[config.mk]
export PLATFORM = sky130hd
export DESIGN_NAME = cache_memory
export DESIGN_NICKNAME = d
export VERILOG_FILES = /design/src/rtl/cache_pkg.sv /design/src/rtl/cache_memory.sv
export SDC_FILE = /design/constraint.sdc
export NUM_CORES = 2
export LEC_CHECK = 0
export BUFFER_PORTS_ARGS = -buffer_cell sky130_fd_sc_hd__buf_2
export CORE_ASPECT_RATIO = 1.75
export CORE_UTILIZATION = 56
export DETAILED_ROUTE_END_ITERATION = 10
export MAX_ROUTING_LAYER = met4
export PLACE_DENSITY = 0.75
export SYNTH_ARGS = -nofsm -noshare
export SYNTH_HDL_FRONTEND = slang
export SYNTH_SLANG_ARGS = --single-unit
[constraint.sdc]
create_clock -name clk -period 4.9 [get_ports clk]
set_clock_uncertainty 0.1 [all_clocks]
set_input_delay 0.98 -clock clk [delete_from_list [all_inputs] [get_ports clk]]
set_output_delay 0.98 -clock clk [all_outputs]
set_load 0.01 [all_outputs]
[src/rtl/cache_pkg.sv]
package cache_pkg;

   localparam int DATA_W = 32;
   localparam int NBYTES = DATA_W / 8;
   localparam int ADDR_W = 12; // Word address, so the space is 4K words.

   // Front-end request. A request with no strobes set is a read.
   typedef struct packed {
      logic [ADDR_W-1:0] addr;
      logic [DATA_W-1:0] wdata;
      logic [NBYTES-1:0] wstrb;
   } cache_req_t;

   // Back-end access, also the entry format of the write-through buffer.
   typedef struct packed {
      logic [ADDR_W-1:0] addr;
      logic [DATA_W-1:0] wdata;
      logic [NBYTES-1:0] wstrb;
   } be_req_t;

   // Replaces the bytes of old_word selected by strb with those of new_word.
   function automatic logic [DATA_W-1:0] merge_bytes(
      input logic [DATA_W-1:0] old_word,
      input logic [DATA_W-1:0] new_word,
      input logic [NBYTES-1:0] strb
   );
      logic [DATA_W-1:0] merged;
      merged = old_word;
      for (int b = 0; b < NBYTES; b++) begin
         if (strb[b]) begin
            merged[8*b +: 8] = new_word[8*b +: 8];
         end
      end
      return merged;
   endfunction

endpackage

[src/rtl/cache_memory.sv]
`timescale 1ns/1ps

module cache_memory #(
   parameter int NLINES_W      = 4,
   parameter int WORD_OFFSET_W = 2
) (
   input  logic                              clk,
   input  logic                              rst,
   input  logic [cache_pkg::ADDR_W-1:0]      lookup_addr,
   input  logic                              word_we,
   input  logic [cache_pkg::DATA_W-1:0]      word_wdata,
   input  logic [cache_pkg::NBYTES-1:0]      word_wstrb,
   input  logic                              fill_we,
   input  logic [WORD_OFFSET_W-1:0]          fill_offset,
   input  logic [cache_pkg::DATA_W-1:0]      fill_data,
   input  logic                              fill_done,
   input  logic                              invalidate,
   output logic                              hit,
   output logic [cache_pkg::DATA_W-1:0]      rdata
);

   localparam int NLINES = 2 ** NLINES_W;
   localparam int NWORDS = 2 ** WORD_OFFSET_W;
   localparam int TAG_W  = cache_pkg::ADDR_W - NLINES_W - WORD_OFFSET_W;

   logic [cache_pkg::DATA_W-1:0] data_mem [NLINES*NWORDS];
   logic [TAG_W-1:0]             tag_mem  [NLINES];
   logic [NLINES-1:0]            valid;

   logic [TAG_W-1:0]             addr_tag;
   logic [NLINES_W-1:0]          line_index;
   logic [WORD_OFFSET_W-1:0]     word_offset;
   logic [cache_pkg::DATA_W-1:0] merged_word;

   assign addr_tag    = lookup_addr[cache_pkg::ADDR_W-1 -: TAG_W];
   assign line_index  = lookup_addr[WORD_OFFSET_W +: NLINES_W];
   assign word_offset = lookup_addr[WORD_OFFSET_W-1:0];

   assign hit   = valid[line_index] && (tag_mem[line_index] == addr_tag);
   assign rdata = data_mem[{line_index, word_offset}];

   assign merged_word = cache_pkg::merge_bytes(rdata, word_wdata, word_wstrb);

   // A write miss leaves the line alone since there is no write allocate.
   always_ff @(posedge clk) begin
      if (fill_we) begin
         data_mem[{line_index, fill_offset}] <= fill_data;
      end else if (word_we && hit) begin
         data_mem[{line_index, word_offset}] <= merged_word;
      end
      if (fill_done) begin
         tag_mem[line_index] <= addr_tag;
      end
   end

   always_ff @(posedge clk or posedge rst) begin
      if (rst) begin
         valid <= '0;
      end else if (invalidate) begin
         valid <= '0;
      end else if (fill_done) begin
         valid[line_index] <= 1'b1; // The last fill word lands on this same edge.
      end
   end

endmodule

==> results.tsv <==
metric	value	unit
ys_warn_count	0	
cellPowerDensity	379	nW/µm²
vias	40913	
start_util	0.564	
seq_area_frac_synth	0.782	
dominantRegCellSynth	edfxtp_1	
postCtsSetupBuffers	0	
worst-path-buf-inv	6	
cpPeakStageDelay	0.52	ns
hold_path.class	in -> async	
viasPerCell	6.60	
ios	121	
drcViolationCount	0	
finalCriticalPeriod	4.81	ns
clk_pin_slew	0.06	ns
critPathSlowestCell	mux4_2	
drt-total-wl	199000	µm
layout_common_cells	edfxtp_1, mux4_2, buf_12	
cap_violations	0	
cts_buffers	175	
grt_remaining_overflow	0	
p_leak	30.4	nW
fin_tns_setup	0	ns
slew_headroom	0.301	
cts_htree_levels	4	
synth_top_area_share	0.778	
drive_gt1_frac	0.339	
place_congestion	0.858	
rows	186	
drt_iter0_drc	5020	
final_common_cell	edfxtp_1	
setup_viol	0	
drt_pass1_iterations	6	
critPathTopFamily	buffers and inverters	
grt_pass1_vias	42591	
clk_latency	0.84	ns
antenna_found_initial	5	
grt_max_degree	65	
required	3.82	ns
grt_first_pass_wirelength	289000	µm
cts_max_path_buffers	3	
cp.arrival	3.73	ns
dieWidth	293	µm
ir_drop	0.481	mV
die_y	511	µm
timing.fmax	208	MHz
grt_use_total	0.279	
area_delta_synth_final	17.2	%
netlist_instances	3613	
detailed_place_hpwl	126000	µm
r2r_slack	1.16	ns
synthesis.area	82800	µm²
critPathKind	in -> out	
crit_path_cell_trace	buf_12 > buf_12 > buf_12 > buf_4 > mux4_2 > a221oi_1 > o221ai_1 > buf_4 > buf_2	
synth_cell_types	49	
fin_crit_sh	0.981	
yosys-top-cells-area	edfxtp_1, mux4_2, a22oi_1	
nets	4168	
worstSetupStartpointType	input port	
fillCellCount	8808	
avgSynthCellArea	22.9	µm²
hold_buffers	0	
synth-seq-cells	2160	
wl_per_cell	32.1	µm
worstMarginPinSlew	1.04	ns
place_ws	-0.0604	ns
crit_top_cell	buf_12	
total_power	0.0368	W
dieArea	149000	µm²
yosysTopAreaCell	edfxtp_1	
status	finished clean	
timing.final.ws_setup	0.0949	ns
rsz0062_at_grt	false	
drv_slew	0	
cts_tree	built	
io_buffers	120	
critPathCaptureType	output pin	
core	147000	µm²
cp_max_fo	27	
cts_num_sinks	2160	
async_flop_share	0.00741	
synth_edf_count	2144	
syn-num-nets	3701	
hold_viol	0	
root_buffer	clkbuf_16	
ant_nets	0	
-- metrics by stage --
stage                     hold WS [ns]  utilization  std cells  area, µm²
after floorplan                  0.361            -       3613      83300
after global placement           0.373        0.621       5876      91200
after detailed placement         0.387        0.621       5876      91200
after CTS                        0.125        0.660       6195      97000
after global routing             0.181        0.661       6198      97000
final                            0.142        0.661       6200      97000
-- registers in the layout (all words and copies together) (netlist names) --
register  flops
tag_mem      96
data_mem   2048
valid        16
-- Yosys cell counts, drive strengths merged (6+ instances only) --
library cell / number
a22o: 66
a221oi: 64
nand2: 27
nor2b: 8
o221ai: 32
mux2: 65
edfxtp: 2144
mux4: 529
xnor2: 6
nor2: 88
mux2i: 25
a21oi: 71
a211oi: 67
a22oi: 137
clkbuf: 141
buf: 83
dfrtp: 16
-- path summary, 6_finish.rpt --
| path | from | to | depth (start not counted) |
|---|---|---|---|
| hold reg to reg | valid[4] | valid[4] | 2 |
| setup reg to reg | tag_mem[7][5] | data_mem[24][6] | 9 |
| hold / removal | rst | valid[1] | 2 |
| min in group clk | valid[4] | valid[4] | 2 |
| setup / recovery | lookup_addr[0] | rdata[11] | 9 |
| max in group asynchronous | rst | valid[0] | 2 |
-- worst reg2reg max path: cells and delay by family (launching register included) --
| kind | cells | cell delay, ns |
|---|---|---|
| mux | 2 | 1.01 |
| compound gates | 3 | 0.98 |
| buf+inv | 3 | 0.73 |
| flops | 1 | 0.35 |
| xor+xnor | 1 | 0.23 |
-- kinds of logic after synthesis --
group | after synthesis | share of synthesized area
AO/OA/AOI/OAI | 452 | 0.0422
XOR/XNOR | 6 | 0.000725
buffers and inverters | 228 | 0.0110
flip-flops | 2160 | 0.782
multiplexers | 619 | 0.156
AND/OR/NAND/NOR | 148 | 0.00787
-- metal layers --
metal	wire (µm)	global-route usage	share of wire	vias to the layer above
li1	-	-	-	16540
met1	67700	0.334	0.34	21672
met2	107000	0.481	0.54	2295
met3	14500	0.0325	0.073	406
met4	9240	0.119	0.046	0
met5	0	-	0	-
-- what timing repair did --
action	in CTS	in global routing
cloned	0	1
pin swaps	0	0
setup endpoints to repair	3	2
gates resized for setup	1	3
-- layout make-up --
type / count / area, µm² / share of cell area
Tap cell: 1974 / 2470 / 0.0255
Multi-Input combinational cell: 1225 / 17900 / 0.185
Clock inverter: 106 / 1190 / 0.0123
Clock buffer: 213 / 4540 / 0.0468
Antenna cell: 4 / 10.0 / 0.000103
Sequential cell: 2160 / 64800 / 0.668
Timing Repair Buffer: 514 / 6090 / 0.0628
Inverter: 4 / 15.0 / 0.000155
-- report_power, final --
group | switching [W] | total (W) | internal (W) | leakage [nW]
clock network | 0.00656 | 0.0141 | 0.00751 | 2.77
registers | 0.0000219 | 0.0204 | 0.0204 | 19.5
logic | 0.00137 | 0.00233 | 0.000954 | 8.08
Note: power is estimated with default switching activity, not from simulation.
