===== src/rtl/cache_pkg.sv =====
package cache_pkg;

   localparam int DATA_W = 32;
   localparam int NBYTES = DATA_W / 8;
   localparam int ADDR_W = 12; // Word address, so the space is 4K words.

   // Front-end request. A request with no strobes set is a read.
   typedef struct packed {
      logic [ADDR_W-1:0] addr;
      logic [DATA_W-1:0] wdata;
      logic [NBYTES-1:0] wstrb;
   } cache_req_t;

   // Back-end access, also the entry format of the write-through buffer.
   typedef struct packed {
      logic [ADDR_W-1:0] addr;
      logic [DATA_W-1:0] wdata;
      logic [NBYTES-1:0] wstrb;
   } be_req_t;

   // Replaces the bytes of old_word selected by strb with those of new_word.
   function automatic logic [DATA_W-1:0] merge_bytes(
      input logic [DATA_W-1:0] old_word,
      input logic [DATA_W-1:0] new_word,
      input logic [NBYTES-1:0] strb
   );
      logic [DATA_W-1:0] merged;
      merged = old_word;
      for (int b = 0; b < NBYTES; b++) begin
         if (strb[b]) begin
            merged[8*b +: 8] = new_word[8*b +: 8];
         end
      end
      return merged;
   endfunction

endpackage


===== src/rtl/cache_control.sv =====
`timescale 1ns/1ps

module cache_control #(
   parameter int NLINES_W      = 4,
   parameter int WORD_OFFSET_W = 2
) (
   input  logic                          clk,
   input  logic                          rst,
   input  logic                          req,
   input  cache_pkg::cache_req_t         req_data,
   input  logic                          invalidate,
   output logic                          ack,
   output logic [cache_pkg::DATA_W-1:0]  rdata,
   input  logic                          hit,
   input  logic [cache_pkg::DATA_W-1:0]  mem_rdata,
   output logic [cache_pkg::ADDR_W-1:0]  lookup_addr,
   output logic                          word_we,
   output logic [cache_pkg::DATA_W-1:0]  word_wdata,
   output logic [cache_pkg::NBYTES-1:0]  word_wstrb,
   output logic                          fill_we,
   output logic [WORD_OFFSET_W-1:0]      fill_offset,
   output logic [cache_pkg::DATA_W-1:0]  fill_data,
   output logic                          fill_done,
   output logic                          mem_invalidate,
   input  cache_pkg::be_req_t            wtb_head,
   input  logic                          wtb_full,
   input  logic                          wtb_empty,
   output logic                          wtb_push,
   output cache_pkg::be_req_t            wtb_push_data,
   output logic                          wtb_pop,
   input  logic                          be_ack,
   input  logic [cache_pkg::DATA_W-1:0]  be_rdata,
   output logic                          be_req,
   output cache_pkg::be_req_t            be_data
);

   typedef enum logic [1:0] {
      st_idle,
      st_wait_drain,
      st_fill,
      st_respond
   } state_t;

   state_t                       state;
   logic [cache_pkg::ADDR_W-1:0] req_addr;
   logic [WORD_OFFSET_W-1:0]     fill_cnt;
   logic                         be_busy;
   logic                         be_kind_fill;

   logic                         is_write;
   logic                         new_req;
   logic                         accept_write;
   logic                         read_hit;
   logic                         read_miss;
   logic                         fill_ack;
   logic                         fill_last;
   logic                         issue_fill;
   logic                         issue_drain;
   cache_pkg::be_req_t           fill_access;

   assign is_write = |req_data.wstrb;

   // The request is still held high during the ack cycle and must not start again.
   assign new_req      = req && !ack && (state == st_idle);
   assign accept_write = new_req && is_write && !wtb_full;
   assign read_hit     = new_req && !is_write && hit;
   assign read_miss    = new_req && !is_write && !hit;

   assign lookup_addr = (state == st_idle) ? req_data.addr : req_addr;

   assign word_we    = accept_write;
   assign word_wdata = req_data.wdata;
   assign word_wstrb = req_data.wstrb;

   assign wtb_push            = accept_write;
   assign wtb_push_data.addr  = req_data.addr;
   assign wtb_push_data.wdata = req_data.wdata;
   assign wtb_push_data.wstrb = req_data.wstrb;

   assign fill_ack    = be_ack && be_kind_fill;
   assign fill_last   = &fill_cnt;
   assign fill_we     = fill_ack;
   assign fill_offset = fill_cnt;
   assign fill_data   = be_rdata;
   assign fill_done   = fill_ack && fill_last;

   assign wtb_pop = be_ack && !be_kind_fill; // Head leaves once RAM has taken it.

   assign mem_invalidate = invalidate && (state == st_idle) && !req;

   // One access in flight at a time, fills take the port whenever filling.
   assign issue_fill  = (state == st_fill) && !be_busy;
   assign issue_drain = (state != st_fill) && !be_busy && !wtb_empty;

   assign fill_access.addr  = {req_addr[cache_pkg::ADDR_W-1:WORD_OFFSET_W], fill_cnt};
   assign fill_access.wdata = '0;
   assign fill_access.wstrb = '0;

   always_ff @(posedge clk or posedge rst) begin
      if (rst) begin
         state        <= st_idle;
         ack          <= 1'b0;
         be_req       <= 1'b0;
         be_busy      <= 1'b0;
         be_kind_fill <= 1'b0;
         fill_cnt     <= '0;
      end else begin
         ack    <= 1'b0;
         be_req <= issue_fill || issue_drain;
         if (issue_fill || issue_drain) begin
            be_busy      <= 1'b1;
            be_kind_fill <= issue_fill;
         end else if (be_ack) begin
            be_busy <= 1'b0;
         end
         if (fill_ack) begin
            fill_cnt <= fill_cnt + 1'b1;
         end
         case (state)
            st_idle: begin
               if (accept_write || read_hit) begin
                  ack <= 1'b1;
               end else if (read_miss) begin
                  state <= st_wait_drain;
               end
            end
            st_wait_drain: begin
               if (wtb_empty && !be_busy) begin // Keeps reads behind older writes.
                  state    <= st_fill;
                  fill_cnt <= '0;
               end
            end
            st_fill: begin
               if (fill_done) begin
                  state <= st_respond;
               end
            end
            default: begin
               ack   <= 1'b1;
               state <= st_idle;
            end
         endcase
      end
   end

   always_ff @(posedge clk) begin
      if (read_hit || (state == st_respond)) begin
         rdata <= mem_rdata;
      end
      if (read_miss) begin
         req_addr <= req_data.addr;
      end
      if (issue_fill) begin
         be_data <= fill_access;
      end else if (issue_drain) begin
         be_data <= wtb_head;
      end
   end

endmodule


===== config.mk =====
export PLATFORM = sky130hd
export DESIGN_NAME = cache_control
export DESIGN_NICKNAME = d
export VERILOG_FILES = /design/src/rtl/cache_pkg.sv /design/src/rtl/cache_control.sv
export SDC_FILE = /design/constraint.sdc
export NUM_CORES = 1
export LEC_CHECK = 0
export ABC_AREA = 1
export BUFFER_PORTS_ARGS = -buffer_cell sky130_fd_sc_hd__buf_2
export CORE_AREA = 2 2 151 153
export DETAILED_ROUTE_END_ITERATION = 12
export DIE_AREA = 0 0 153 155
export PLACE_DENSITY = 0.6
export SLEW_MARGIN = 20
export SYNTH_ARGS = -nofsm -noshare
export SYNTH_HDL_FRONTEND = slang
export SYNTH_SLANG_ARGS = --single-unit

===== constraint.sdc =====
create_clock -name clk -period 4.7 [get_ports clk]
set_input_delay 0.47 -clock clk [delete_from_list [all_inputs] [get_ports clk]]
set_output_delay 0.47 -clock clk [all_outputs]
set_load 0.05 [all_outputs]

==> results.txt <==
The tree is rooted in a sky130_fd_sc_hd__clkbuf_16. In this run the horizontal extent of the chip is 153 um. After synthesis, the most frequently instantiated cells are sky130_fd_sc_hd__buf_4 (119), sky130_fd_sc_hd__nor2_1 (58), sky130_fd_sc_hd__edfxtp_1 (56).

After synthesis, the cell types taking the most area are sky130_fd_sc_hd__edfxtp_1 (35%), sky130_fd_sc_hd__buf_4 (18%), sky130_fd_sc_hd__dfxtp_1 (15%). After clock tree synthesis, the flow added hold-fix buffers numbering 0. The top fanout value on the critical path is 27, and the number of antenna-violating nets in the routed design is 0. Setup violations remaining at the end of the flow were counted as 0. The run gives 2.28 ns as the worst slack after detailed placement.

Relative to the synthesized area, the layout overhead comes to 16.1%. The first TritonRoute pass finished after 4 iterations. Clock skew on the completed layout was measured at 0.0109 ns. Buffers plus inverters on the worst setup path: 3.

The final RePlAce weighted congestion was 0.722. The number of antenna violations at the first check in global routing is 1. The first global-routing pass estimated 18.3 mm of wire. The netlist area before placement was 4860 um^2. The netlist uses 28 different library cells. STA classifies the critical path startpoint as a register.

Counting every net in the synthesized netlist gives 639. Internal power comes to 2.17 mW. For the number of remaining DRC errors, the log shows 0.

TritonCTS built the clock tree. For this design the ratio of total power to cell area is 814 nW/um^2. The kind of cell with the highest combined delay along the critical path is adder cells.

Static timing analysis puts the maximum clock frequency at 366 MHz. In the final layout, the share of cells above drive strength 1 is 53.0%. For the post-placement cell area, the log shows 5340 um^2. The critical path in this run is classified as register to primary output.

The area share of the largest cell type after synthesis came out at 34.6%. Entering global routing, the biggest net connects 50 pins. Setup repair after global routing left no endpoint under its margin. After clock tree synthesis, the clock-pin slew on the worst setup and hold paths is 0.08 ns. Among the stages of the critical path, the cell type that occurs most often is sky130_fd_sc_hd__inv_1. Final count of pins violating max slew: 0. Summed over all layers, the routed wires come to 12.7 mm. Routed wire length per instance: 14.7 um. The clock network is responsible for 16.7% of the overall power. The peak ir drop on the vdd network came out at 0.190 mV. Detailed-route via count: 3342. The post-layout net count is 743. In this run the tightest slew margin relative to its limit is 35.4%.

The arrival time of data at the critical path endpoint is 2.26 ns, and the total global routing overflow is 0. The number of flip-flops and latches in the synthesized netlist was 100. The run finished with clean final reports. At the pin with the least slew margin, the transition time is 0.967 ns.

The post-layout minimum cycle time was 2.73 ns; the H-tree level count was 3. The first-iteration detailed-routing DRC count is 115. The cell count after synthesis was 466; the routed via count divided by cell count was 3.88.

The I/O pin count is 386. In this design, the stage delay of the slowest critical-path cell is 0.68 ns. Among all cell types in the netlist, the one instantiated most often is sky130_fd_sc_hd__buf_4. Global routing used 10.2% of the available tracks across all layers. The die covers 23700 um^2. The floorplan has 55 rows. The logs give 0 for the number of hold-slack violations in the final timing report and 2381 for the number of filler instances in the final layout.

The via count of the first global-routing pass came out at 3162. The tools report the number of violations of the max-capacitance limit as 0. The setup TNS is 0 ns. The classification of the worst-slack hold path was input pin to async pin. The clock drives 100 sinks.

The maximum clock insertion buffer count was 2; the power consumption was 4.60 mW. The reported net switching power came out at 2.43 mW. In this run, placement finished with an instance count of 844. In this run the static leakage power is 2.60 nW.

The mean instance size in the synthesized netlist was 10.4 um^2; the fraction of the cycle the final worst path needs was 58.1%. The portion of the post-synthesis area used by sequential elements was 53.5%; the synthesis warning total was 0. Clock tree synthesis inserted a total of 9 buffers. The switching power share of the total was 52.9%. Buffers placed on the I/O ports in this run total 225.

The final worst slack is 1.97 ns, and the vertical die dimension is 155 um. Gates resized during post-CTS repair numbered 0. The initial core utilization is 21.9%.

Total core area: 22200 um^2. At the worst endpoint, the required time is 4.23 ns. The footprint of the multi-input gates is 1130 um^2. In this run the post-CTS setup repair buffer count came out at 0.

The synthesized design spends more area on one cell type than any other, namely sky130_fd_sc_hd__edfxtp_1. Of the total power, registers draw 30.8%. After synthesis, the share of flip-flops with an asynchronous set or reset is 8.00%. Traced cell by cell, the critical path runs through inv_1, ha_1, nand2_2, nor2_4, nand2_1, inv_1, buf_2. The tools report the clock latency on the worst-skew pair as 0.35 ns. Counting flops with a built-in enable in the synthesized netlist gives 56.

Detailed placement ended at an HPWL of 9.84 mm. The sequential cells in the finished layout cover a total of 2600 um^2. For this design, the slowest cell found on the critical path is sky130_fd_sc_hd__ha_1. The finished cells cover 5650 um^2. The worst setup path is captured at a primary output. Once layout is complete, the cells apart from fillers number 861. The run gives 52.5% as the share of power burned in combinational logic.

For this run, the leading register cell type out of synthesis is sky130_fd_sc_hd__edfxtp_1.
[power by group through the flow]
stage | combinational, mW | sequential, mW | clock (mW)
finish | 2.41 | 1.42 | 0.766
global route | 2.57 | 1.46 | 0.835
CTS | 2.45 | 1.42 | 0.802
detailed placement | 2.44 | 1.44 | 0
global placement | 2.43 | 1.43 | 0
floorplan | 1.16 | 2.42 | 0
[metal layers]
metal,vias up,GRT usage (%),part of all wire [%]
met2,169,16.8,48
met1,1512,11.8,40
met3,60,3.04,7.8
li1,1599,-,-
met4,2,6.00,4.1
met5,-,0,0.10
[through the flow]
stage	utilization, %	hold WS, ns
3_5_place_dp	24.0	0.484
3_3_place_gp	24.0	0.479
5_1_grt	25.4	0.169
6_report	25.4	0.131
2_1_floorplan	-	0.286
4_1_cts	25.4	0.144
[sequential cells by signal, indices dropped and copies added (netlist names)]
signal and count:
fill_offset 2, req_addr 12, rdata 32, be_kind_fill 1
be_req 1, ack 1, be_data 48, be_busy 1
state 2
[cells in the final DEF, fill, tap and decap left out, types with 3 or more instances in the layout]
| cell | instances |
|---|---|
| sky130_fd_sc_hd__buf_2 | 225 |
| sky130_fd_sc_hd__nor2_1 | 58 |
| sky130_fd_sc_hd__edfxtp_1 | 56 |
| sky130_fd_sc_hd__o21ai_0 | 38 |
| sky130_fd_sc_hd__dfxtp_1 | 36 |
| sky130_fd_sc_hd__nand2_1 | 30 |
| sky130_fd_sc_hd__inv_1 | 27 |
| sky130_fd_sc_hd__nor2_2 | 22 |
| sky130_fd_sc_hd__o21ai_2 | 20 |
| sky130_fd_sc_hd__nand3_2 | 10 |
| sky130_fd_sc_hd__clkbuf_16 | 9 |
| sky130_fd_sc_hd__dfrtp_1 | 8 |
| sky130_fd_sc_hd__nand3_1 | 5 |
| sky130_fd_sc_hd__ha_1 | 5 |
| sky130_fd_sc_hd__inv_2 | 3 |
| sky130_fd_sc_hd__nand2_2 | 3 |
| sky130_fd_sc_hd__inv_6 | 3 |
[worst paths after layout]
check / start / end / cells past startpoint / slack, ns
max reg2reg: state[0] / rdata[25] / 7 / 2.27
max: state[0] / wtb_push / 7 / 1.97
min reg2reg: be_data[10] / be_data[10] / 2 / 0.50
min: rst / ack / 2 / 0.13
min in group clk: mem_rdata[13] / rdata[13] / 1 / 0.29
max in group asynchronous: rst / be_kind_fill / 2 / 4.23
[area by class of cell]
type	count	area share, %
Antenna cell	1	0.0443
Clock buffer	9	3.99
Clock inverter	7	1.44
Inverter	30	1.99
Multi-Input combinational cell	202	19.9
Sequential cell	100	46.1
Tap cell	285	6.31
Timing Repair Buffer	227	20.2
[logic make-up (layout without fill, tap and decap cells)]
kind of cell	Yosys count	after routing	synth area share, %
simple gates	132	132	13.5
compound gates	65	65	8.33
flops	100	100	53.5
fa+ha+maj	5	5	1.29
buf+inv	164	273	23.4
other cells	0	1	0
[worst reg2reg max path: stages (launching register included)]
cell and delay (ns):
sky130_fd_sc_hd__dfrtp_1 0.42, sky130_fd_sc_hd__inv_1 0.10, sky130_fd_sc_hd__ha_1 0.68, sky130_fd_sc_hd__nand2_2 0.14
sky130_fd_sc_hd__nor2_4 0.14, sky130_fd_sc_hd__nand3_1 0.13, sky130_fd_sc_hd__nand2_1 0.08, sky130_fd_sc_hd__buf_4 0.36
Power figures use the tool's default switching activity.
