===== src/rtl/cache_pkg.sv =====
package cache_pkg;

   localparam int DATA_W = 32;
   localparam int NBYTES = DATA_W / 8;
   localparam int ADDR_W = 12; // Word address, so the space is 4K words.

   // Front-end request. A request with no strobes set is a read.
   typedef struct packed {
      logic [ADDR_W-1:0] addr;
      logic [DATA_W-1:0] wdata;
      logic [NBYTES-1:0] wstrb;
   } cache_req_t;

   // Back-end access, also the entry format of the write-through buffer.
   typedef struct packed {
      logic [ADDR_W-1:0] addr;
      logic [DATA_W-1:0] wdata;
      logic [NBYTES-1:0] wstrb;
   } be_req_t;

   // Replaces the bytes of old_word selected by strb with those of new_word.
   function automatic logic [DATA_W-1:0] merge_bytes(
      input logic [DATA_W-1:0] old_word,
      input logic [DATA_W-1:0] new_word,
      input logic [NBYTES-1:0] strb
   );
      logic [DATA_W-1:0] merged;
      merged = old_word;
      for (int b = 0; b < NBYTES; b++) begin
         if (strb[b]) begin
            merged[8*b +: 8] = new_word[8*b +: 8];
         end
      end
      return merged;
   endfunction

endpackage


===== src/rtl/write_through_buffer.sv =====
`timescale 1ns/1ps

module write_through_buffer #(
   parameter int WTBUF_DEPTH_W = 2
) (
   input  logic                clk,
   input  logic                rst,
   input  logic                push,
   input  cache_pkg::be_req_t  push_data,
   input  logic                pop,
   output cache_pkg::be_req_t  head,
   output logic                full,
   output logic                empty
);

   localparam int DEPTH = 2 ** WTBUF_DEPTH_W;

   cache_pkg::be_req_t       entries [DEPTH];
   logic [WTBUF_DEPTH_W-1:0] wr_ptr;
   logic [WTBUF_DEPTH_W-1:0] rd_ptr;
   logic [WTBUF_DEPTH_W:0]   count;
   logic                     do_push;
   logic                     do_pop;

   assign full  = (count == DEPTH[WTBUF_DEPTH_W:0]);
   assign empty = (count == '0);
   assign head  = entries[rd_ptr];

   assign do_push = push && !full;
   assign do_pop  = pop && !empty;

   always_ff @(posedge clk) begin
      if (do_push) begin
         entries[wr_ptr] <= push_data;
      end
   end

   always_ff @(posedge clk or posedge rst) begin
      if (rst) begin
         wr_ptr <= '0;
         rd_ptr <= '0;
         count  <= '0;
      end else begin
         if (do_push) begin
            wr_ptr <= wr_ptr + 1'b1; // Pointers wrap at the power-of-two depth.
         end
         if (do_pop) begin
            rd_ptr <= rd_ptr + 1'b1;
         end
         if (do_push && !do_pop) begin
            count <= count + 1'b1;
         end else if (do_pop && !do_push) begin
            count <= count - 1'b1;
         end
      end
   end

endmodule


===== config.mk =====
export PLATFORM = sky130hd
export DESIGN_NAME = write_through_buffer
export DESIGN_NICKNAME = d
export VERILOG_FILES = /design/src/rtl/cache_pkg.sv /design/src/rtl/write_through_buffer.sv
export SDC_FILE = /design/constraint.sdc
export NUM_CORES = 1
export LEC_CHECK = 0
export ABC_AREA = 1
export ABC_CLOCK_PERIOD_IN_PS = 3090
export BUFFER_PORTS_ARGS = -buffer_cell sky130_fd_sc_hd__buf_2
export CORE_UTILIZATION = 40
export DETAILED_ROUTE_END_ITERATION = 12
export GPL_TIMING_DRIVEN = 0
export PLACE_DENSITY = 0.61
export SETUP_SLACK_MARGIN = 0.5
export SYNTH_ARGS = -nofsm -noshare
export SYNTH_HDL_FRONTEND = slang
export SYNTH_SLANG_ARGS = --single-unit

===== constraint.sdc =====
create_clock -name clk -period 3.09 [get_ports clk]
set_input_delay 0.4635 -clock clk [delete_from_list [all_inputs] [get_ports clk]]
set_output_delay 0.4635 -clock clk [all_outputs]
set_load 0.01 [all_outputs]

==> results of run 1 <==
[layer usage]
metal  vias to the layer above  share of wire (%)
li1                       2409                  -
met1                      2445                 41
met2                       130                 51
met3                        27                5.9
met4                         4                1.6
met5                         -               0.16
[Yosys cell counts, drive strengths merged]
library cell	n
nand2	161
o21ai	1
nand3	7
inv	115
xnor2	1
dfrtp	7
fa	1
edfxtp	192
buf	27
nor2	4
ha	5
clkbuf	5
o211ai	96
nand4	1
[worst max-delay path, delay by kind of cell (launching register included)]
family | cells | cell delay, ns
DFF | 1 | 0.44
buffers and inverters | 3 | 0.75
and+or+nand+nor | 2 | 0.21
AOI/OAI and AO/OA | 1 | 0.11
[cells in the final DEF (no fill, tap or decap), drive strengths merged, types with 5 or more instances in the layout]
cell type	instances
o211ai	96
edfxtp	192
buf	133
nand2	161
dfrtp	7
ha	5
nand3	7
clkbuf	24
inv	122
[how the worst min path moves through the flow]
stage,start,to,slack [ns]
floorplan,rst,count[0]$_DFFE_PP0P_,0.27
global placement,rst,wr_ptr[0]$_DFFE_PP0P_,0.41
detailed placement,rst,count[1]$_DFFE_PP0P_,0.42
CTS,push_data[23],entries[2][23]$_DFFE_PP_,0.22
global route,push_data[23],entries[2][23]$_DFFE_PP_,0.23
finish,push_data[23],entries[2][23]$_DFFE_PP_,0.24
[sequential cells by signal, summed over array words and instances (netlist names)]
| register | flops |
|---|---|
| rd_ptr | 2 |
| wr_ptr | 2 |
| entries | 192 |
| count | 3 |
[cell type report]
class,count,share of cell area (%)
flip-flops and latches,199,61.1
clock buffers,19,4.66
multi-input cells,277,15.5
clock inverters,13,1.39
inverters,115,4.44
plain buffers,32,2.95
well taps,265,3.41
diodes,1,0.0257
repair buffers,107,6.49
[stage by stage]
step | total power (uW) | instances | hold slack, ns
after global routing | 9960 | 1027 | 0.230
after CTS | 9530 | 1027 | 0.224
after detailed placement | 7370 | 994 | 0.425
after floorplan | 5920 | 623 | 0.267
final | 9420 | 1028 | 0.243
after global placement | 7200 | 989 | 0.407
[power by group]
part	total, uW	internal [uW]	switching (uW)
combinational	3560	1290	2260
clock	2170	1180	985
sequential	3690	3550	143
total	9420	6020	3390
[kinds of logic (layout without fill, tap and decap cells)]
family | count (synthesis) | in the layout | synth area share, %
compound gates | 97 | 97 | 8.92
xor+xnor | 1 | 1 | 0.108
fa+ha+maj | 6 | 6 | 1.01
buf+inv | 147 | 286 | 8.83
flops | 199 | 199 | 73.0
other cells | 0 | 1 | 0
simple gates | 173 | 173 | 8.12
[repair_timing]
action	4_1_cts	5_1_grt
hold buffers	1	0
endpoints found under the hold margin	7	0
gates resized for setup	0	0
setup endpoints to repair	0	0
==> flow_metrics.env, run 1 <==
export IMPL_nFillCells=1691
export IMPL_syn_area_mm2=0.00814
export IMPL_power_per_cell_area_mw_per_mm2=969
export IMPL_start_util_pct=41.3
export IMPL_critPathMaxFanout=10
export IMPL_status="finished, final reports clean"
export IMPL_worst_slew_margin_rel_pct=37.1
export IMPL_grt_max_degree=27
export IMPL_regArea_mm2=0.00594
export IMPL_hold_path_class="in2reg"
export IMPL_path_cells="inv_2, clkbuf_1, nand2_1, o211ai_1, nand2_1, buf_2"
export IMPL_seq_area_frac_synth_pct=73.0
export IMPL_critPathMostFrequentCell="nand2_1"
export IMPL_fin_worst_skew_ns=0.00768
export IMPL_crit_required_ns=2.63
export IMPL_critical_path_endpoint="head[43]"
export IMPL_regToRegStartpoint="count[0]$_DFFE_PP0P_"
export IMPL_path_class="reg2out"
export IMPL_yosys_area_top_type="edfxtp_1"
export IMPL_first_pass_iters=5
export IMPL_netlist_instances=623
export IMPL_worst_pin_slew_ns=0.941
export IMPL_cap_violations=0
export IMPL_num_vias=5015
export IMPL_fin_util_pct=49.3
export IMPL_dr_first_iter_drc_count=230
export IMPL_report_final_slew_viol_count=0
export IMPL_ys_ff_latch=199
export IMPL_period_needed_ns=2.39
export IMPL_clk_latency_ns=0.42
export IMPL_pre_cts_ws_ns=0.682
export IMPL_grt_overflow=0
export IMPL_vias_per_cell=4.88
export IMPL_core_mm2=0.0197
export IMPL_irDropWorstVdd_v=0.000525
export IMPL_grt_pass1_wl_um=26300
export IMPL_die_w_um=145
export IMPL_antenna_found_initial=4
export IMPL_cpPeakStageDelay_ns=0.48
export IMPL_wl_per_cell_um=16.9
export IMPL_period_share_pct=77.3
export IMPL_cp_slowest_cell="clkbuf_1"
export IMPL_timing_setup_tns_ns=0
export IMPL_grt_util_all_layers_pct=17.5
export IMPL_use_met2_pct=30.7
export IMPL_num_rows=51
export IMPL_cts_made_buffers=17
export IMPL_cp_startpoint="rd_ptr[0]$_DFFE_PP0P_"
export IMPL_p_leak_uw=0.00399
export IMPL_die_area_mm2=0.0209
export IMPL_rrSetupSlack_ns=0.71
export IMPL_drc=0
export IMPL_rsz0062_at_grt="no"
export IMPL_final_setup_viol_count=0
export IMPL_final_hold_viol_count=0
export IMPL_syn_area_per_cell_um2=13.1
export IMPL_synth_distinct_cells=17
export IMPL_post_cts_buffers=0
export IMPL_grt_pass1_vias=5007
export IMPL_r2r_end="entries[2][0]$_DFFE_PP_"
export IMPL_cts_htree_levels=4
export IMPL_cts_root_buffer="clkbuf_16"
export IMPL_syn2layout_area_growth_pct=19.5
export IMPL_dp_hpwl_um=11100
export IMPL_dieHeight_um=145
export IMPL_postRouteAntennaNets=0
export IMPL_met3_usage_pct=4.93
export IMPL_design_area_mm2=0.00972
export IMPL_routed_wl_um=17300
export IMPL_holdPathStages=1
export IMPL_cp_start_kind="register"
export IMPL_yosys_area_top_type_share_pct=70.9
export IMPL_place_area_mm2=0.00912
export IMPL_ys_warnings_count=0
export IMPL_port_buffers=101
export IMPL_final_nets=807
export IMPL_r2r_cells=5
export IMPL_clk_path_buf_depth=2
export IMPL_clock_sinks=199
export IMPL_clk_pin_slew_ns=0.07
export IMPL_fin_ws_ns=0.700
export IMPL_gp_congestion=0.696
export IMPL_cts_tree="yes"
export IMPL_fmax_ghz=0.418
export IMPL_pin_count=102
export IMPL_layout_drive_gt1_share_pct=22.4
export IMPL_cp_arrival_ns=1.93
export IMPL_syn_num_nets=681
export IMPL_grt_busiest_layer="met2"
export IMPL_yosys_top_cells_area="edfxtp_1 71%, o211ai_1 8.9%, nand2_1 7.4%"
export IMPL_worst_setup_path_end_kind="output port"
export IMPL_use_met1_pct=20.3
export IMPL_multi_input_area_mm2=0.00151
Power figures use the tool's default switching activity.
==> inputs of run 2 (changes only) <==
ABC_CLOCK_PERIOD_IN_PS = 2000   (was 3090)
clock period = 2 ns   (was 3.09 ns; I/O delays follow)
==> flow_metrics.env, run 2 (synthesis gave the netlist of run 1 again) <==
export IMPL_status="finished with violations"
export IMPL_violations="setup timing"
export IMPL_p_comb_share_pct=45.9
export IMPL_p_clk_share_pct=19.7
export IMPL_p_switching_uw=5850
export IMPL_largest_registers="entries: 192 flops, count: 3 flops"
export IMPL_port_buffers=101
export IMPL_drc=0
export IMPL_cp_arrival_ns=1.75
export IMPL_fmax_ghz=0.488
export IMPL_p_leak_uw=0.00450
export IMPL_r2r_cells=7
export IMPL_worst_pin_slew_ns=0.291
export IMPL_clk_latency_ns=0.43
export IMPL_cts_root_buffer="clkbuf_16"
export IMPL_p_seq_share_pct=34.4
export IMPL_die_w_um=145
export IMPL_period_needed_ns=2.05
export IMPL_cp_startpoint="rd_ptr[0]$_DFFE_PP0P_"
export IMPL_final_nets=872
export IMPL_timing_setup_tns_ns=-0.0963
export IMPL_cap_violations=0
export IMPL_clock_sinks=199
export IMPL_start_util_pct=41.3
export IMPL_path_class="reg2out"
export IMPL_multi_input_area_mm2=0.00169
export IMPL_crit_required_ns=1.70
export IMPL_first_pass_iters=5
export IMPL_top_register="entries"
export IMPL_regToRegStartpoint="count[2]$_DFFE_PP0P_"
export IMPL_num_vias=5317
export IMPL_regArea_mm2=0.00594
export IMPL_design_area_mm2=0.0110
export IMPL_clk_pin_slew_ns=0.07
export IMPL_syn2layout_area_growth_pct=34.8
export IMPL_cts_made_buffers=17
export IMPL_critical_path_endpoint="head[1]"
export IMPL_grt_util_all_layers_pct=18.7
export IMPL_fin_worst_skew_ns=0.00617
export IMPL_power_per_cell_area_mw_per_mm2=1510
export IMPL_hold_path_class="in2reg"
export IMPL_final_setup_viol_count=5
export IMPL_dr_first_iter_drc_count=359
export IMPL_layout_common_cells="192 x edfxtp_1, 131 x nand2_1, 103 x inv_1"
export IMPL_dp_hpwl_um=11000
export IMPL_rsz0062_at_grt="yes"
export IMPL_dieHeight_um=145
export IMPL_fin_ws_ns=-0.0472
export IMPL_irDropWorstVdd_v=0.000714
export IMPL_report_final_slew_viol_count=0
export IMPL_grt_overflow=0
export IMPL_critPathMaxFanout=10
export IMPL_postRouteAntennaNets=0
export IMPL_worst_slew_margin_rel_pct=80.6
export IMPL_clk_path_buf_depth=2
export IMPL_pin_count=102
export IMPL_routed_wl_um=20200
export IMPL_r2r_end="entries[2][31]$_DFFE_PP_"
export IMPL_swShare_pct=35.3
export IMPL_antenna_found_initial=2
export IMPL_final_hold_viol_count=0
export IMPL_vias_per_cell=4.87
export IMPL_layout_commonest_cell="edfxtp_1"
export IMPL_cts_tree="yes"
export IMPL_gp_congestion=0.774
export IMPL_grt_max_degree=29
export IMPL_cp_start_kind="register"
export IMPL_worst_setup_path_end_kind="output port"
export IMPL_grt_pass1_wl_um=27700
export IMPL_wl_per_cell_um=18.5
export IMPL_largest_reg_flops=192
export IMPL_grt_pass1_vias=5170
export IMPL_layout_drive_gt1_share_pct=34.2
export IMPL_core_mm2=0.0197
export IMPL_intPower_uw=10700
export IMPL_rrSetupSlack_ns=0.32
export IMPL_place_area_mm2=0.00910
export IMPL_num_rows=51
export IMPL_nFillCells=1545
export IMPL_period_share_pct=102
export IMPL_cts_htree_levels=4
export IMPL_die_area_mm2=0.0209
run 2: cell types whose count changed in the layout (fill, tap and decap cells not counted), sizes merged:
cell / previous run / this run
nor2: 4 / 8
inv: 122 / 116
clkinv: 4 / 8
clkinvlp: 1 / 2
diode: 1 / 2
bufinv: 1 / 2
buf: 133 / 184
clkbuf: 24 / 32
run 2: power groups by stage:
stage,clock [uW],sequential [uW],combinational (uW)
6_report,3270,5700,7620
5_1_grt,3480,5750,8260
4_1_cts,3290,5690,6950
3_5_place_dp,0,5790,5570
3_3_place_gp,0,5780,5310
2_1_floorplan,0,5740,3420
run 2: repair_timing:
action                                 4_1_cts  5_1_grt
buffers inserted                            30       15
endpoints found under the hold margin        7        0
gates resized for setup                    104       31
hold buffers                                 1        0
gates cloned                                 9       12
setup endpoints to repair                  244      213
pin swaps                                   38       13
run 2: worst min path at each step:
stage / startpoint / endpoint / cells past startpoint
after floorplan: rst / count[0]$_DFFE_PP0P_ / 1
after global placement: rst / count[0]$_DFFE_PP0P_ / 2
after detailed placement: rst / count[1]$_DFFE_PP0P_ / 2
after CTS: push_data[26] / entries[0][26]$_DFFE_PP_ / 1
after global routing: push_data[26] / entries[3][26]$_DFFE_PP_ / 1
final: push_data[26] / entries[0][26]$_DFFE_PP_ / 1
run 2: metrics by stage:
step	cells	hold slack, ns	util [%]	total power, uW	setup slack, ns
6_report	1092	0.0744	55.6	16600	-0.0472
5_1_grt	1090	0.0659	55.6	17500	-0.0913
4_1_cts	1063	0.0649	52.8	15900	-0.00949
3_5_place_dp	993	0.263	46.1	11400	-0.106
3_3_place_gp	989	0.245	45.7	11100	-0.482
2_1_floorplan	623	0.103	-	9160	0.177
run 2: layout make-up:
type,instances,share of cell area [%]
Sequential cell,199,54.2
Antenna cell,2,0.0456
Timing Repair Buffer,168,14.3
Inverter,115,4.07
Buffer,32,3.82
Tap cell,265,3.02
Clock buffer,17,3.88
Multi-Input combinational cell,281,15.4
Clock inverter,13,1.21
run 2: worst max-delay path, stage by stage (launching register included):
cell       delay [ns]
dfrtp_1          0.42
inv_4            0.15
buf_4            0.15
clkbuf_16        0.15
nand2_1          0.06
o211ai_1         0.10
nand2_1          0.12
buf_2            0.16
run 2: layer usage:
metal	track usage (%)	share of wire (%)	vias up	wire (um)
li1	-	-	2549	-
met1	22.0	40	2563	8070
met2	32.7	51	171	10400
met3	5.13	7.1	34	1440
met4	6.43	1.4	0	291
met5	0	0	-	0
==> inputs of run 3 (changes only) <==
REMOVE_ABC_BUFFERS = 1   (was unset)
==> flow_metrics.env, run 3 (synthesis gave the netlist of run 1 again) <==
export IMPL_start_util_pct=41.3
export IMPL_design_area_mm2=0.0114
export IMPL_cts_htree_levels=4
export IMPL_total_power_uw=18000
export IMPL_clk_pin_slew_ns=0.07
export IMPL_worst_setup_path_end_kind="output port"
export IMPL_clk_latency_ns=0.43
export IMPL_fin_worst_skew_ns=0.00741
export IMPL_clock_sinks=199
export IMPL_num_antenna_cells=0
export IMPL_p_clk_share_pct=19.1
export IMPL_clk_path_buf_depth=2
export IMPL_dp_hpwl_um=9000
export IMPL_dr_first_iter_drc_count=384
export IMPL_place_area_mm2=0.00885
export IMPL_die_area_mm2=0.0209
export IMPL_worst_slew_margin_rel_pct=79.1
export IMPL_irDropWorstVdd_v=0.00118
export IMPL_p_switching_uw=6740
export IMPL_fin_ws_ns=-0.0271
export IMPL_layout_common_cells="192 x edfxtp_1, 143 x nand2_1, 100 x inv_1"
export IMPL_pin_count=102
export IMPL_critPathMaxFanout=7
export IMPL_fmax_ghz=0.493
export IMPL_fin_util_pct=57.7
export IMPL_antenna_found_initial=0
export IMPL_postRouteAntennaNets=0
export IMPL_vias_per_cell=5.09
export IMPL_rsz0062_at_grt="yes"
export IMPL_final_setup_viol_count=6
export IMPL_p_seq_share_pct=31.9
export IMPL_cap_violations=0
export IMPL_intPower_uw=11300
export IMPL_grt_overflow=0
export IMPL_num_vias=5601
export IMPL_cp_arrival_ns=1.73
export IMPL_wl_per_cell_um=21.7
export IMPL_path_class="reg2out"
export IMPL_dieHeight_um=145
export IMPL_routed_wl_um=23800
export IMPL_drc=0
export IMPL_nFillCells=1493
export IMPL_die_w_um=145
export IMPL_layout_drive_gt1_share_pct=33.8
export IMPL_layout_commonest_cell="edfxtp_1"
export IMPL_final_hold_viol_count=0
export IMPL_first_pass_iters=7
export IMPL_status="finished with violations"
export IMPL_final_nets=880
export IMPL_cp_startpoint="rd_ptr[0]$_DFFE_PP0P_"
export IMPL_p_leak_uw=0.00468
export IMPL_port_buffers=101
export IMPL_worst_pin_slew_ns=0.313
export IMPL_report_final_slew_viol_count=0
export IMPL_num_rows=51
export IMPL_grt_util_all_layers_pct=19.4
export IMPL_cts_root_buffer="clkbuf_16"
export IMPL_grt_pass1_vias=5466
export IMPL_syn2layout_area_growth_pct=39.9
export IMPL_grt_max_degree=42
export IMPL_period_share_pct=101
export IMPL_period_needed_ns=2.03
export IMPL_cpPeakStageDelay_ns=0.42
export IMPL_grt_pass1_wl_um=29100
export IMPL_regToRegStartpoint="count[1]$_DFFE_PP0P_"
export IMPL_power_per_cell_area_mw_per_mm2=1580
export IMPL_p_comb_share_pct=49.1
export IMPL_instances_no_fill=1100
export IMPL_core_mm2=0.0197
export IMPL_cts_tree="yes"
export IMPL_cts_made_buffers=17
export IMPL_crit_required_ns=1.70
export IMPL_hold_path_class="in2reg"
export IMPL_violations="setup timing"
export IMPL_largest_registers="entries: 192 flops, count: 3 flops"
export IMPL_gp_congestion=0.681
export IMPL_min_from="push_data[32]"
export IMPL_cp_start_kind="register"
export IMPL_path_cells="buf_12, clkinv_16, clkbuf_16, o211ai_1, nand2_1, buf_2"
export IMPL_cp_slowest_cell="dfrtp_2"
export IMPL_swShare_pct=37.4
export IMPL_dpl_cell_count=963
export IMPL_largest_reg_flops=192
export IMPL_top_register="entries"
==> run 3: cell type report <==
| class | instances | area, um^2 | area share (%) |
|---|---|---|---|
| Timing Repair Buffer | 192 | 2050 | 18.0 |
| Timing Repair inverter | 15 | 293 | 2.57 |
| Clock buffer | 19 | 433 | 3.80 |
| Clock inverter | 13 | 151 | 1.33 |
| Tap cell | 265 | 332 | 2.91 |
| Sequential cell | 199 | 5950 | 52.2 |
| Multi-Input combinational cell | 282 | 1690 | 14.9 |
| Inverter | 115 | 489 | 4.30 |
==> run 3: what timing repair did <==
item                                   in CTS  in global routing
endpoints found under the hold margin       7                  0
setup buffers                              33                 25
hold buffers                                1                  0
pin swaps                                  16                 34
setup endpoints to repair                 246                232
cloned                                     13                 33
gates resized for setup                    54                 80
==> run 3: worst max-delay path, delay by kind of cell, from the launching register on <==
| kind | cells | cell delay (ns) |
|---|---|---|
| buffers and inverters | 4 | 0.56 |
| AO/OA/AOI/OAI | 1 | 0.19 |
| flip-flops | 1 | 0.42 |
| AND/OR/NAND/NOR | 1 | 0.10 |
==> run 3: per-stage QoR <==
stage                     hold WS (ns)  setup slack [ns]  setup TNS [ns]
after global routing            0.0698           -0.0755           -1.11
final                           0.0780           -0.0271         -0.0596
after detailed placement         0.257            -0.637          -81.89
after floorplan                  0.103             -1.20         -256.06
after CTS                       0.0639            0.0265               0
after global placement           0.242             -3.10         -692.54
==> run 3: layer usage <==
metal / vias up / share of wire [%] / GRT usage (%)
met2: 194 / 49 / 34.1
met4: 0 / 2.0 / 7.09
met3: 37 / 7.3 / 4.37
met1: 2796 / 41 / 23.3
met5: - / 0 / 0
li1: 2574 / - / -
==> run 3: worst paths after layout <==
check,slack (ns),end,cells after the start
max,-0.03,head[5],6
min,0.08,entries[3][32]$_DFFE_PP_,1
max reg2reg,0.27,count[1]$_DFFE_PP0P_,9
min reg2reg,0.60,wr_ptr[1]$_DFFE_PP0P_,2
max in group asynchronous,1.39,rd_ptr[1]$_DFFE_PP0P_,3
min in group asynchronous,0.35,wr_ptr[1]$_DFFE_PP0P_,3
==> run 3: power by group through the flow <==
stage	Sequential [uW]	Clock, uW	Combinational, uW
after detailed placement	5910	0	4710
after global routing	5800	3650	9480
after floorplan	5880	0	2760
after CTS	5740	3470	6330
after global placement	6040	0	4270
final	5750	3440	8840
